==> config.mk <==
export PLATFORM = sky130hd
export DESIGN_NAME = cache_control
export DESIGN_NICKNAME = d
export VERILOG_FILES = /design/src/cache_bus_pkg.sv /design/src/cache_core_pkg.sv /design/src/cache_control.sv
export SDC_FILE = /design/constraint.sdc
export NUM_CORES = 1
export LEC_CHECK = 0
export BUFFER_PORTS_ARGS = -buffer_cell sky130_fd_sc_hd__buf_2
export CELL_PAD_IN_SITES_DETAIL_PLACEMENT = 0
export CELL_PAD_IN_SITES_GLOBAL_PLACEMENT = 1
export CORE_MARGIN = 2
export CORE_UTILIZATION = 10
export CTS_CLUSTER_DIAMETER = 60
export CTS_CLUSTER_SIZE = 24
export DETAILED_ROUTE_END_ITERATION = 16
export MAX_ROUTING_LAYER = met4
export PLACE_DENSITY = 0.95
export SYNTH_ARGS = -nofsm -noshare
export SYNTH_HDL_FRONTEND = slang
export SYNTH_SLANG_ARGS = --single-unit
==> constraint.sdc <==
create_clock -name clk -period 1.7 [get_ports clk]
set_clock_uncertainty 0.2 [all_clocks]
set_input_delay 0.34 -clock clk [delete_from_list [all_inputs] [get_ports clk]]
set_output_delay 0.34 -clock clk [all_outputs]
set_load 0.01 [all_outputs]
==> src/cache_bus_pkg.sv <==
`default_nettype none

package cache_bus_pkg;

    parameter int unsigned addr_w = 32;
    parameter int unsigned line_w = 256;
    parameter int unsigned word_w = 32;
    parameter int unsigned mask_w = word_w / 8;  // one bit per byte lane

    // cpu side, held until resp
    typedef struct packed {
        logic              read;
        logic              write;
        logic [addr_w-1:0] addr;
        logic [word_w-1:0] wdata;
        logic [mask_w-1:0] wmask;
    } cpu_req_t;

    typedef struct packed {
        logic              resp;
        logic [word_w-1:0] rdata;  // valid with resp
    } cpu_rsp_t;

    // memory side, whole lines only
    typedef struct packed {
        logic              read;
        logic              write;
        logic [addr_w-1:0] addr;   // line aligned
        logic [line_w-1:0] wdata;
    } mem_req_t;

    typedef struct packed {
        logic              resp;
        logic [line_w-1:0] rdata;
    } mem_rsp_t;

endpackage

`default_nettype wire

==> src/cache_core_pkg.sv <==
`default_nettype none

package cache_core_pkg;

    parameter int unsigned offset_w       = 5;  // byte offset in a 256-bit line
    parameter int unsigned words_per_line = 8;

    // controller -> datapath
    typedef struct packed {
        logic cacheline_sel;   // way being accessed
        logic tag_source_sel;  // 0 stored tag, 1 cpu tag
        logic load;            // merge cpu word
        logic load_all;        // fill line from memory
        logic load_lru;
        logic lru_in;
    } ctrl_t;

    // datapath -> controller
    typedef struct packed {
        logic hit_0;
        logic hit_1;
        logic dirty_out;  // dirty bit of the lru way
        logic lru_out;    // way to evict next
    } status_t;

endpackage

`default_nettype wire

==> src/cache_control.sv <==
`default_nettype none

module cache_control (
    input  logic                    clk,
    input  logic                    rst,
    input  cache_bus_pkg::cpu_req_t cpu_req,
    input  cache_core_pkg::status_t status,
    input  logic                    mem_resp,
    output cache_core_pkg::ctrl_t   ctrl,
    output logic                    cpu_resp,
    output logic                    mem_read,
    output logic                    mem_write
);

    typedef enum logic [1:0] {
        st_idle_hit,
        st_write_back,
        st_read_in
    } state_t;

    state_t state;
    state_t next_state;
    logic   req_valid;
    logic   hit_any;

    assign req_valid = cpu_req.read | cpu_req.write;
    assign hit_any   = status.hit_0 | status.hit_1;

    always_comb begin
        ctrl      = '0;
        cpu_resp  = 1'b0;
        mem_read  = 1'b0;
        mem_write = 1'b0;

        case (state)
            st_idle_hit: begin
                if (req_valid && hit_any) begin
                    ctrl.cacheline_sel = status.hit_1;
                    ctrl.lru_in        = status.hit_0;  // lru points at the other way
                    ctrl.load_lru      = 1'b1;
                    ctrl.load          = cpu_req.write;
                    cpu_resp           = 1'b1;
                end
            end

            st_write_back: begin
                ctrl.cacheline_sel  = status.lru_out;  // victim line and its stored tag
                ctrl.tag_source_sel = 1'b0;
                mem_write           = 1'b1;
            end

            st_read_in: begin
                ctrl.cacheline_sel  = status.lru_out;
                ctrl.tag_source_sel = 1'b1;            // fetch the cpu's line
                ctrl.load_all       = mem_resp;        // fill only when data is there
                mem_read            = 1'b1;
            end

            default: begin
                ctrl = '0;
            end
        endcase
    end

    always_comb begin
        next_state = state;

        case (state)
            st_idle_hit: begin
                if (req_valid && !hit_any) begin
                    if (status.dirty_out) begin
                        next_state = st_write_back;
                    end else begin
                        next_state = st_read_in;
                    end
                end
            end

            st_write_back: begin
                if (mem_resp) begin
                    next_state = st_read_in;
                end
            end

            st_read_in: begin
                if (mem_resp) begin
                    next_state = st_idle_hit;  // request hits on the next cycle
                end
            end

            default: begin
                next_state = st_idle_hit;
            end
        endcase
    end

    always_ff @(posedge clk) begin
        if (rst) begin
            state <= st_idle_hit;
        end else begin
            state <= next_state;
        end
    end

    // one memory phase at a time
    a_mem_one_hot: assert property (@(posedge clk) disable iff (rst)
        !(mem_read && mem_write));

    a_resp_needs_req: assert property (@(posedge clk) disable iff (rst)
        cpu_resp |-> req_valid);

endmodule

`default_nettype wire

## Word level (Yosys, flattened, before mapping)

Cells that the tools add are included.
Widths: inputs -> output; s select.

| word-level totals | value |
|---|---|
| flip-flop bits (word level) | 2 |
| logic and storage cells | 30 |

| cells by class | value |
|---|---|
| equal/unequal tests | 5 |
| mux-type cells | 16 |
| bitwise operators | 2 |
| reductions and logical operators | 6 |

Operators by type and width:

| kind | count |
|---|---|
| $mux 2 | 6 |
| $mux 1 | 8 |
| $ne 2x2->1 const B | 3 |
| $pmux 2 s3 | 1 |
| $reduce_and 3->1 | 1 |
| $eq 2x1->1 const B | 1 |
| $eq 2x2->1 const B | 1 |
| $logic_and 1x1->1 | 2 |
| $logic_not 2->1 | 1 |
| $or 1x1->1 | 2 |
| $pmux 1 s2 | 1 |
| $reduce_or 2->1 | 1 |
| $logic_not 1->1 | 1 |

## Longest topological paths before layout

Gate-level depths: netlist (run 1).

| depth | value |
|---|---|
| depth in word-level cells | 5 |
| depth in mapped cells | 5 |
| mapped depth without buffers | 5 |

## Least setup slack after synthesis (run 1)

Ideal clock, no wire load.

| timing | value |
|---|---|
| path kind | register -> output |
| start point | register state[0] |
| end point | output port ctrl[1] in the netlist's numbering |
| arrival time | 1.158 ns |
| required time | 1.160 ns |
| slack | 0.002 ns |
| stages on the path, launching flop included | 6 |
| buffers on the path | 1 |
| cell sequence | dfxtp_1 inv_1 ha_1 o21ai_0 nor2_1 buf_4 |

RTL lines:

| item | RTL line | RTL |
|---|---|---|
| start, declared | cache_control.sv:21 | `state_t state;` |
| start signal, assigned | cache_control.sv:99 | `state <= st_idle_hit;` |
| start signal, assigned | cache_control.sv:101 | `state <= next_state;` |
| end, declared | cache_control.sv:9 | `output cache_core_pkg::ctrl_t ctrl,` |

==> results.sh, run 1 <==
export IMPL_end_kind="primary output"
export IMPL_critPathRequiredTime_ns=1.16
export IMPL_finalSetupViolations=7
export IMPL_largestRegisters="state (2)"
export IMPL_r2r_start="state[0]"
export IMPL_r2r_slack_ns=0.08
export IMPL_max_freq_ghz=0.560
export IMPL_outcome="finished with violations"
export IMPL_clockRootBuffer="clkbuf_4"
export IMPL_routed_wl_um=721
export IMPL_largest_reg_flops=2
export IMPL_drc=0
export IMPL_post_route_util=0.212
export IMPL_antenna_found_initial=0
export IMPL_final_antenna_net_count=0
export IMPL_power_leakage_nw=0.247
export IMPL_syn_area_um2=249
export IMPL_rsz0062_at_grt="true"
export IMPL_dpl_hpwl_um=604
export IMPL_crit_arrival_ns=1.25
export IMPL_hold_violations=0
export IMPL_p_clk_frac=0.241
export IMPL_dr_total_vias=321
export IMPL_pwr_share_seq=0.141
export IMPL_grt_pass1_wl_um=1190
export IMPL_whs_endpoint="state[1]"
export IMPL_power_switching_share=0.340
export IMPL_cts_buffer_depth=2
export IMPL_power_density_nw_per_um2=827
export IMPL_rr_worst_depth=7
export IMPL_synth_cells=30
export IMPL_timing_hold_ws_ns=0.111
export IMPL_critPathMaxFanout=3
export IMPL_clkSinkCount=2
export IMPL_die_y_um=53.9
export IMPL_area_delta_synth_final_pct=106
export IMPL_regMostFlops="state"
export IMPL_numCtsBuffers=3
export IMPL_drtIter0Drc=7
export IMPL_synth_cell_types=17
export IMPL_clk_pin_slew_ns=0.03
export IMPL_finalWorstSetupSlack_ns=-0.0869
export IMPL_wl_per_cell_um=8.29
export IMPL_grt_pass1_vias=294
export IMPL_grt_max_degree=5
export IMPL_cts_hold_buffers=0
export IMPL_yosysTopAreaCellShare=0.201
export IMPL_hold_start="rst"
export IMPL_synth_area_leaders="ha_1 20%, dfxtp_1 16%, nor2_1 7.5%"
export IMPL_ioPinCount=86
export IMPL_placement_io_buffers=17
export IMPL_synth_largest_area_cell="ha_1"
export IMPL_ys_ff_latch=2
export IMPL_relSlewSlack=0.816
export IMPL_initial_core_util=0.103
export IMPL_ir_drop_mv=0.294
export IMPL_final_cell_area_um2=512
export IMPL_die_w_um=53.9
export IMPL_crit_type="register to primary output"
export IMPL_multi_input_area_um2=219
export IMPL_violations="setup timing"
export IMPL_gp_congestion=0.757
export IMPL_drive_gt1_frac=0.754
export IMPL_grt_usage=0.0597
export IMPL_p_sw_w=0.000144
export IMPL_period_needed_ns=1.79
export IMPL_finalCritPeriodShare=1.05
export IMPL_tightest_slew_ns=0.276
export IMPL_n_fill_cell=259
export IMPL_hold_path_class="input port to register"
export IMPL_via_per_inst=3.69
export IMPL_drv_slew=0
export IMPL_rows=18
export IMPL_max_cap_violations=0
export IMPL_r2r_end="state[0]"
export IMPL_most_common_layout_cells="14 x buf_2, 7 x buf_4, 5 x nor2_1, 5 x buf_6, 3 x clkbuf_4"
export IMPL_combPwrFrac=0.619
export IMPL_grt_overflow=0
export IMPL_startpoint="state[0]"
export IMPL_p_int_w=0.000279
export IMPL_cp_start_kind="register"
export IMPL_dr_pass1_iters=4
export IMPL_core_um2=2410
export IMPL_syn_num_nets=111
export IMPL_place_area_um2=394
export IMPL_min_path_cells=2
export IMPL_yosys_warnings=0
export IMPL_final_common_cell="buf_2"
export IMPL_cts_tree="yes"
export IMPL_syn_area_per_cell_um2=8.30
export IMPL_diodes=0
export IMPL_synth_seq_area_share=0.161
export IMPL_clk_insertion_delay_late_ns=0.22
export IMPL_regArea_um2=42.5
export IMPL_htreeDepth=1
export IMPL_dieArea_um2=2910
export IMPL_final_nets=140
through the flow:
step                setup slack, ns  instances  TNS, ns  power (W)
floorplan                   0.00198         30        0   0.000182
global placement             0.0449         80        0   0.000246
detailed placement          -0.0148         80  -0.0148   0.000249
CTS                          -0.132         83   -0.291   0.000377
global route                 -0.158         87   -0.886   0.000461
finish                      -0.0869         87   -0.389   0.000423
synth_stat cells (all sizes together):
cell and number:
nor2 5, ha 4, and2 3, inv 3, a21oi 2, buf 2, dfxtp 2, a211oi 1
a22oi 1, and2b 1, nand2 1, nand4b 1, o21ai 1, o21bai 1, o31ai 1, o32ai 1
worst max path at each step:
stage,cells after the start,endpoint,slack [ns]
2_1_floorplan,5,ctrl[1],0.002
3_3_place_gp,6,ctrl[5],0.04
3_5_place_dp,6,ctrl[5],-0.01
4_1_cts,6,ctrl[5],-0.13
5_1_grt,6,ctrl[5],-0.16
6_report,6,ctrl[5],-0.09
cells by family after synthesis:
| kind of cell | synth area share |
|---|---|
| and+or+nand+nor | 0.246 |
| AOI/OAI and AO/OA | 0.286 |
| buffers and inverters | 0.106 |
| adders and majority gates | 0.201 |
| DFF | 0.161 |
power by group through the flow:
stage / clock network, W / logic (W) / registers, W
4_1_cts: 0.000108 / 0.000210 / 0.0000596
5_1_grt: 0.000115 / 0.000286 / 0.0000605
2_1_floorplan: 0 / 0.000123 / 0.0000595
3_5_place_dp: 0 / 0.000192 / 0.0000577
3_3_place_gp: 0 / 0.000188 / 0.0000574
6_report: 0.000102 / 0.000262 / 0.0000595
critical path, stage by stage (launching register included):
cell and delay (ns):
dfxtp_2 0.33, inv_2 0.05, ha_4 0.15, and2b_2 0.20
a22oi_2 0.11, nor2_1 0.05, buf_2 0.13
repair_timing:
action / in CTS / in global routing
resized for setup: 8 / 9
pin swaps: 2 / 3
setup endpoints to repair: 7 / 5
setup buffers: 0 / 4
layer usage:
metal	up-vias	track usage	wire [um]
met2	18	0.0935	324
met3	0	0.0278	79
met5	-	-	0
met4	0	0.0256	0
li1	158	-	-
met1	145	0.0645	317
layout make-up:
class,instances,area share
clock buffer,3,0.0440
inverter,3,0.0220
multi-input combinational,23,0.428
sequential,2,0.0831
tap,30,0.0733
timing repair buffer,26,0.350
Power figures use the tool's default switching activity.
==> run 2, diff against run 1 <==
--- a/config.mk
+++ b/config.mk
@@ -15,6 +15,7 @@
 export DETAILED_ROUTE_END_ITERATION = 16
 export MAX_ROUTING_LAYER = met4
 export PLACE_DENSITY = 0.95
+export SKIP_LAST_GASP = 1
 export SYNTH_ARGS = -nofsm -noshare
 export SYNTH_HDL_FRONTEND = slang
 export SYNTH_SLANG_ARGS = --single-unit
==> run 2 against run 1 <==
Compared with the run above: the run still ends with setup timing left; final cell count unchanged; cell area decreased by 3.2%; sequential share of layout area increased by 0.27 points; non-clock buffer count unchanged; register-to-register slack about the same; sequential cell count unchanged; wire length decreased by 1.1%; worst hold slack unchanged; critical path type unchanged.
==> results.sh, run 2 (synthesized netlist as in run 1, its figures left out) <==
export IMPL_outcome="finished with violations"
export IMPL_violations="setup timing"
export IMPL_grt_pass1_vias=294
export IMPL_drc=0
export IMPL_most_common_layout_cells="16 x buf_2, 8 x buf_4, 5 x nor2_1, 3 x clkbuf_4"
export IMPL_grt_pass1_wl_um=1190
export IMPL_routed_wl_um=713
export IMPL_clockRootBuffer="clkbuf_4"
export IMPL_numCtsBuffers=3
export IMPL_cpMaxStageDelayCell="dfxtp_2"
export IMPL_area_delta_synth_final_pct=99.0
export IMPL_gp_congestion=0.757
export IMPL_grt_usage=0.0597
export IMPL_hold_path_class="input port to register"
export IMPL_drtIter0Drc=7
export IMPL_largestRegisters="state (2)"
export IMPL_cpPeakStageDelay_ns=0.33
export IMPL_regArea_um2=42.5
export IMPL_power_leakage_nw=0.244
export IMPL_dr_total_vias=319
export IMPL_antenna_found_initial=0
export IMPL_power_density_nw_per_um2=815
export IMPL_clkSinkCount=2
export IMPL_period_needed_ns=1.79
export IMPL_max_freq_ghz=0.560
export IMPL_tightest_slew_ns=0.276
export IMPL_n_fill_cell=260
export IMPL_grt_overflow=0
export IMPL_place_area_um2=394
export IMPL_drv_slew=0
export IMPL_final_common_cell="buf_2"
export IMPL_placement_io_buffers=17
export IMPL_die_w_um=53.9
export IMPL_critPathMaxFanout=3
export IMPL_critical_path_top_delay_family="flip-flops"
export IMPL_dp_slack_ns=-0.0148
export IMPL_p_total_w=0.000404
export IMPL_multi_input_area_um2=219
export IMPL_die_y_um=53.9
export IMPL_finalCritPeriodShare=1.05
export IMPL_ir_drop_mv=0.280
export IMPL_dpl_hpwl_um=604
export IMPL_ioPinCount=86
export IMPL_crit_type="register to primary output"
export IMPL_wl_per_cell_um=8.20
export IMPL_htreeDepth=1
export IMPL_dr_pass1_iters=4
export IMPL_path_buf_inv=2
export IMPL_crit_arrival_ns=1.25
export IMPL_cts_hold_buffers=0
export IMPL_cts_tree="yes"
export IMPL_final_cell_area_um2=495
export IMPL_core_um2=2410
export IMPL_largest_reg_flops=2
export IMPL_clk_pin_slew_ns=0.03
export IMPL_dieArea_um2=2910
export IMPL_relSlewSlack=0.815
export IMPL_end_kind="primary output"
export IMPL_cp_start_kind="register"
export IMPL_max_cap_violations=0
export IMPL_finalSetupViolations=7
export IMPL_grt_max_degree=5
export IMPL_final_nets=140
export IMPL_path_cells="inv_2 -> ha_4 -> and2b_2 -> a22oi_2 -> nor2_1 -> buf_2"
export IMPL_initial_core_util=0.103
export IMPL_regMostFlops="state"
export IMPL_finalWorstSetupSlack_ns=-0.0869
export IMPL_via_per_inst=3.67
export IMPL_cts_buffer_depth=2
export IMPL_clk_insertion_delay_late_ns=0.22
export IMPL_rsz0062_at_grt="true"
export IMPL_hold_violations=0
export IMPL_critPathRequiredTime_ns=1.16
export IMPL_final_antenna_net_count=0
export IMPL_diodes=0
export IMPL_drive_gt1_frac=0.754
export IMPL_rows=18
## run 2: repair_timing
item / in CTS / in global routing
setup endpoints to repair: 7 / 5
resized for setup: 8 / 6
pin swaps: 2 / 3
setup buffers: 0 / 4
## run 2: worst paths after layout
| kind | startpoint | end | slack (ns) | cells past startpoint |
|---|---|---|---|---|
| setup / recovery | state[0] | ctrl[5] | -0.09 | 6 |
| hold reg to reg | state[1] | state[1] | 0.49 | 3 |
| setup reg to reg | state[0] | state[0] | 0.09 | 7 |
| hold / removal | rst | state[1] | 0.11 | 2 |
## run 2: final cells by class
class | instances | share of cell area
Clock buffer | 3 | 0.0455
Sequential cell | 2 | 0.0859
Tap cell | 30 | 0.0758
Timing Repair Buffer | 26 | 0.328
Inverter | 3 | 0.0227
Multi-Input combinational cell | 23 | 0.442
## run 2: metal layers
layer	GRT usage	routed length, um
met1	0.0645	319
met4	0.0256	0
met3	0.0278	81
met2	0.0935	313
met5	-	0
## run 2: power breakdown
group	switching [W]	leakage, nW	total (W)	internal (W)
logic	0.000112	0.213	0.000242	0.000130
registers	0.00000420	0.0172	0.0000595	0.0000553
clock network	0.0000243	0.0138	0.000102	0.0000776
## run 2: stage by stage
| stage | cells | hold WS [ns] | util | TNS, ns |
|---|---|---|---|---|
| finish | 87 | 0.111 | 0.206 | -0.429 |
| global route | 87 | 0.102 | 0.206 | -0.936 |
| CTS | 83 | 0.103 | 0.184 | -0.291 |
| detailed placement | 80 | 0.343 | 0.164 | -0.0148 |
| global placement | 80 | 0.340 | 0.164 | 0 |
| floorplan | 30 | 0.205 | - | 0 |
==> run 3, diff against run 2 <==
--- a/config.mk
+++ b/config.mk
@@ -8,12 +8,10 @@
 export BUFFER_PORTS_ARGS = -buffer_cell sky130_fd_sc_hd__buf_2
 export CELL_PAD_IN_SITES_DETAIL_PLACEMENT = 0
 export CELL_PAD_IN_SITES_GLOBAL_PLACEMENT = 1
-export CORE_MARGIN = 2
 export CORE_UTILIZATION = 10
 export CTS_CLUSTER_DIAMETER = 60
 export CTS_CLUSTER_SIZE = 24
 export DETAILED_ROUTE_END_ITERATION = 16
-export MAX_ROUTING_LAYER = met4
 export PLACE_DENSITY = 0.95
 export SKIP_LAST_GASP = 1
 export SYNTH_ARGS = -nofsm -noshare
==> run 3 against run 2 <==
Compared with the run above: the flow still finishes with violations (setup timing); sequential share of layout area fell by 0.47 points; highest routed layer is now met4; clock power grew 5%; largest power group unchanged; global-route usage grew 1.0 points; largest cell class unchanged; wire length grew 20%; critical endpoint unchanged; utilization increased by 2.5 points; combinational power rose by 17%; power increased by 11%.
==> results.sh, run 3 (synthesized netlist as in run 1, its figures left out) <==
export IMPL_dpl_hpwl_um=632
export IMPL_rows=17
export IMPL_ioPinCount=86
export IMPL_relSlewSlack=0.826
export IMPL_die_y_um=51.9
export IMPL_cts_tree="yes"
export IMPL_rr_worst_depth=6
export IMPL_dr_total_vias=324
export IMPL_core_um2=2280
export IMPL_whs_endpoint="state[1]"
export IMPL_dieArea_um2=2690
export IMPL_crit_arrival_ns=1.27
export IMPL_r2r_end="state[1]"
export IMPL_post_route_util=0.230
export IMPL_grt_pass1_wl_um=1290
export IMPL_grt_usage=0.0698
export IMPL_final_common_cell="buf_2"
export IMPL_largestRegisters="state (2)"
export IMPL_max_cap_violations=0
export IMPL_placement_io_buffers=17
export IMPL_finalSetupViolations=5
export IMPL_drc=0
export IMPL_drive_gt1_frac=0.797
export IMPL_clk_pin_slew_ns=0.03
export IMPL_antenna_found_initial=0
export IMPL_hold_start="rst"
export IMPL_cts_hold_buffers=0
export IMPL_cp_start_kind="register"
export IMPL_crit_type="register to primary output"
export IMPL_final_nets=142
export IMPL_tightest_slew_ns=0.260
export IMPL_place_area_um2=399
export IMPL_grt_pass1_vias=328
export IMPL_grt_overflow=0
export IMPL_finalCritPeriodShare=1.07
export IMPL_critPathRequiredTime_ns=1.16
export IMPL_rsz0062_at_grt="true"
export IMPL_critPathMaxFanout=2
export IMPL_violations="setup timing"
export IMPL_area_delta_synth_final_pct=111
export IMPL_power_leakage_nw=0.257
export IMPL_drv_slew=0
export IMPL_via_per_inst=3.72
export IMPL_die_w_um=51.9
export IMPL_end_kind="primary output"
export IMPL_path_buf_inv=2
export IMPL_numCtsBuffers=3
export IMPL_cpMaxStageDelayCell="dfxtp_2"
export IMPL_regMostFlops="state"
export IMPL_grt_max_degree=5
export IMPL_max_freq_ghz=0.551
export IMPL_period_needed_ns=1.81
export IMPL_routed_wl_um=854
export IMPL_dr_pass1_iters=2
export IMPL_clk_insertion_delay_late_ns=0.23
export IMPL_clkSinkCount=2
export IMPL_finalWorstSetupSlack_ns=-0.114
export IMPL_hold_violations=0
export IMPL_r2r_slack_ns=0.09
export IMPL_startpoint="state[0]"
export IMPL_critical_path_top_delay_family="flip-flops"
export IMPL_wl_per_cell_um=9.82
export IMPL_p_total_w=0.000449
export IMPL_min_path_cells=2
export IMPL_initial_core_util=0.109
export IMPL_clockRootBuffer="clkbuf_4"
export IMPL_cts_buffer_depth=2
export IMPL_most_common_layout_cells="16 x buf_2, 9 x buf_4, 4 x nor2_1, 3 x clkbuf_4, 3 x buf_6"
export IMPL_gp_congestion=0.763
export IMPL_hold_path_class="input port to register"
export IMPL_power_density_nw_per_um2=856
export IMPL_final_cell_area_um2=524
export IMPL_largest_reg_flops=2
export IMPL_final_antenna_net_count=0
export IMPL_drtIter0Drc=2
export IMPL_cpPeakStageDelay_ns=0.32
export IMPL_outcome="finished with violations"
export IMPL_r2r_start="state[1]"
export IMPL_htreeDepth=1
export IMPL_ir_drop_mv=0.225
export IMPL_path_cells="inv_2 -> ha_4 -> and2b_2 -> a22oi_2 -> nor2_1 -> buf_2"
export IMPL_diodes=0
==> run 3: changes by cell type in the layout (fill, tap and decap cells not counted), sizes merged <==
cell,delta
buf,+2
==> run 3: worst max path at each step <==
stage / to / cells past startpoint
4_1_cts: ctrl[5] / 6
6_report: ctrl[5] / 6
5_1_grt: ctrl[5] / 6
3_3_place_gp: ctrl[5] / 6
2_1_floorplan: ctrl[1] / 5
3_5_place_dp: ctrl[5] / 6
==> run 3: where the power goes <==
part	total, W	switching [W]	internal, W	leakage, nW
combinational	0.000282	0.000126	0.000155	0.226
clock	0.000107	0.0000290	0.0000779	0.0138
sequential	0.0000601	0.00000477	0.0000554	0.0172
==> run 3: routing by layer <==
metal | vias up | share of wire | track usage
met3 | 2 | 0.085 | 0.0205
met2 | 19 | 0.47 | 0.113
li1 | 160 | - | -
met5 | - | 0 | 0
met4 | 0 | 0.020 | 0.0541
met1 | 143 | 0.43 | 0.0749
==> run 3: through the flow <==
stage / TNS [ns] / setup slack [ns] / hold slack (ns) / cells
5_1_grt: -0.720 / -0.181 / 0.119 / 87
3_3_place_gp: -0.0358 / -0.0358 / 0.353 / 79
3_5_place_dp: -0.0513 / -0.0513 / 0.360 / 79
6_report: -0.449 / -0.114 / 0.128 / 87
2_1_floorplan: 0 / 0.00198 / 0.205 / 30
4_1_cts: -0.368 / -0.158 / 0.115 / 85
==> run 3: final cells by class <==
cell class                 count  area, um^2
multi-input combinational     23         231
tap                           28        35.0
clock buffer                   3        22.5
inverter                       3        11.3
sequential                     2        42.5
timing repair buffer          28         181
fill                         258        1750
==> run 3: timing repair <==
action | CTS | global route
setup endpoints to repair | 6 | 9
buffers inserted | 3 | 3
pin swaps | 6 | 5
gates resized for setup | 12 | 7
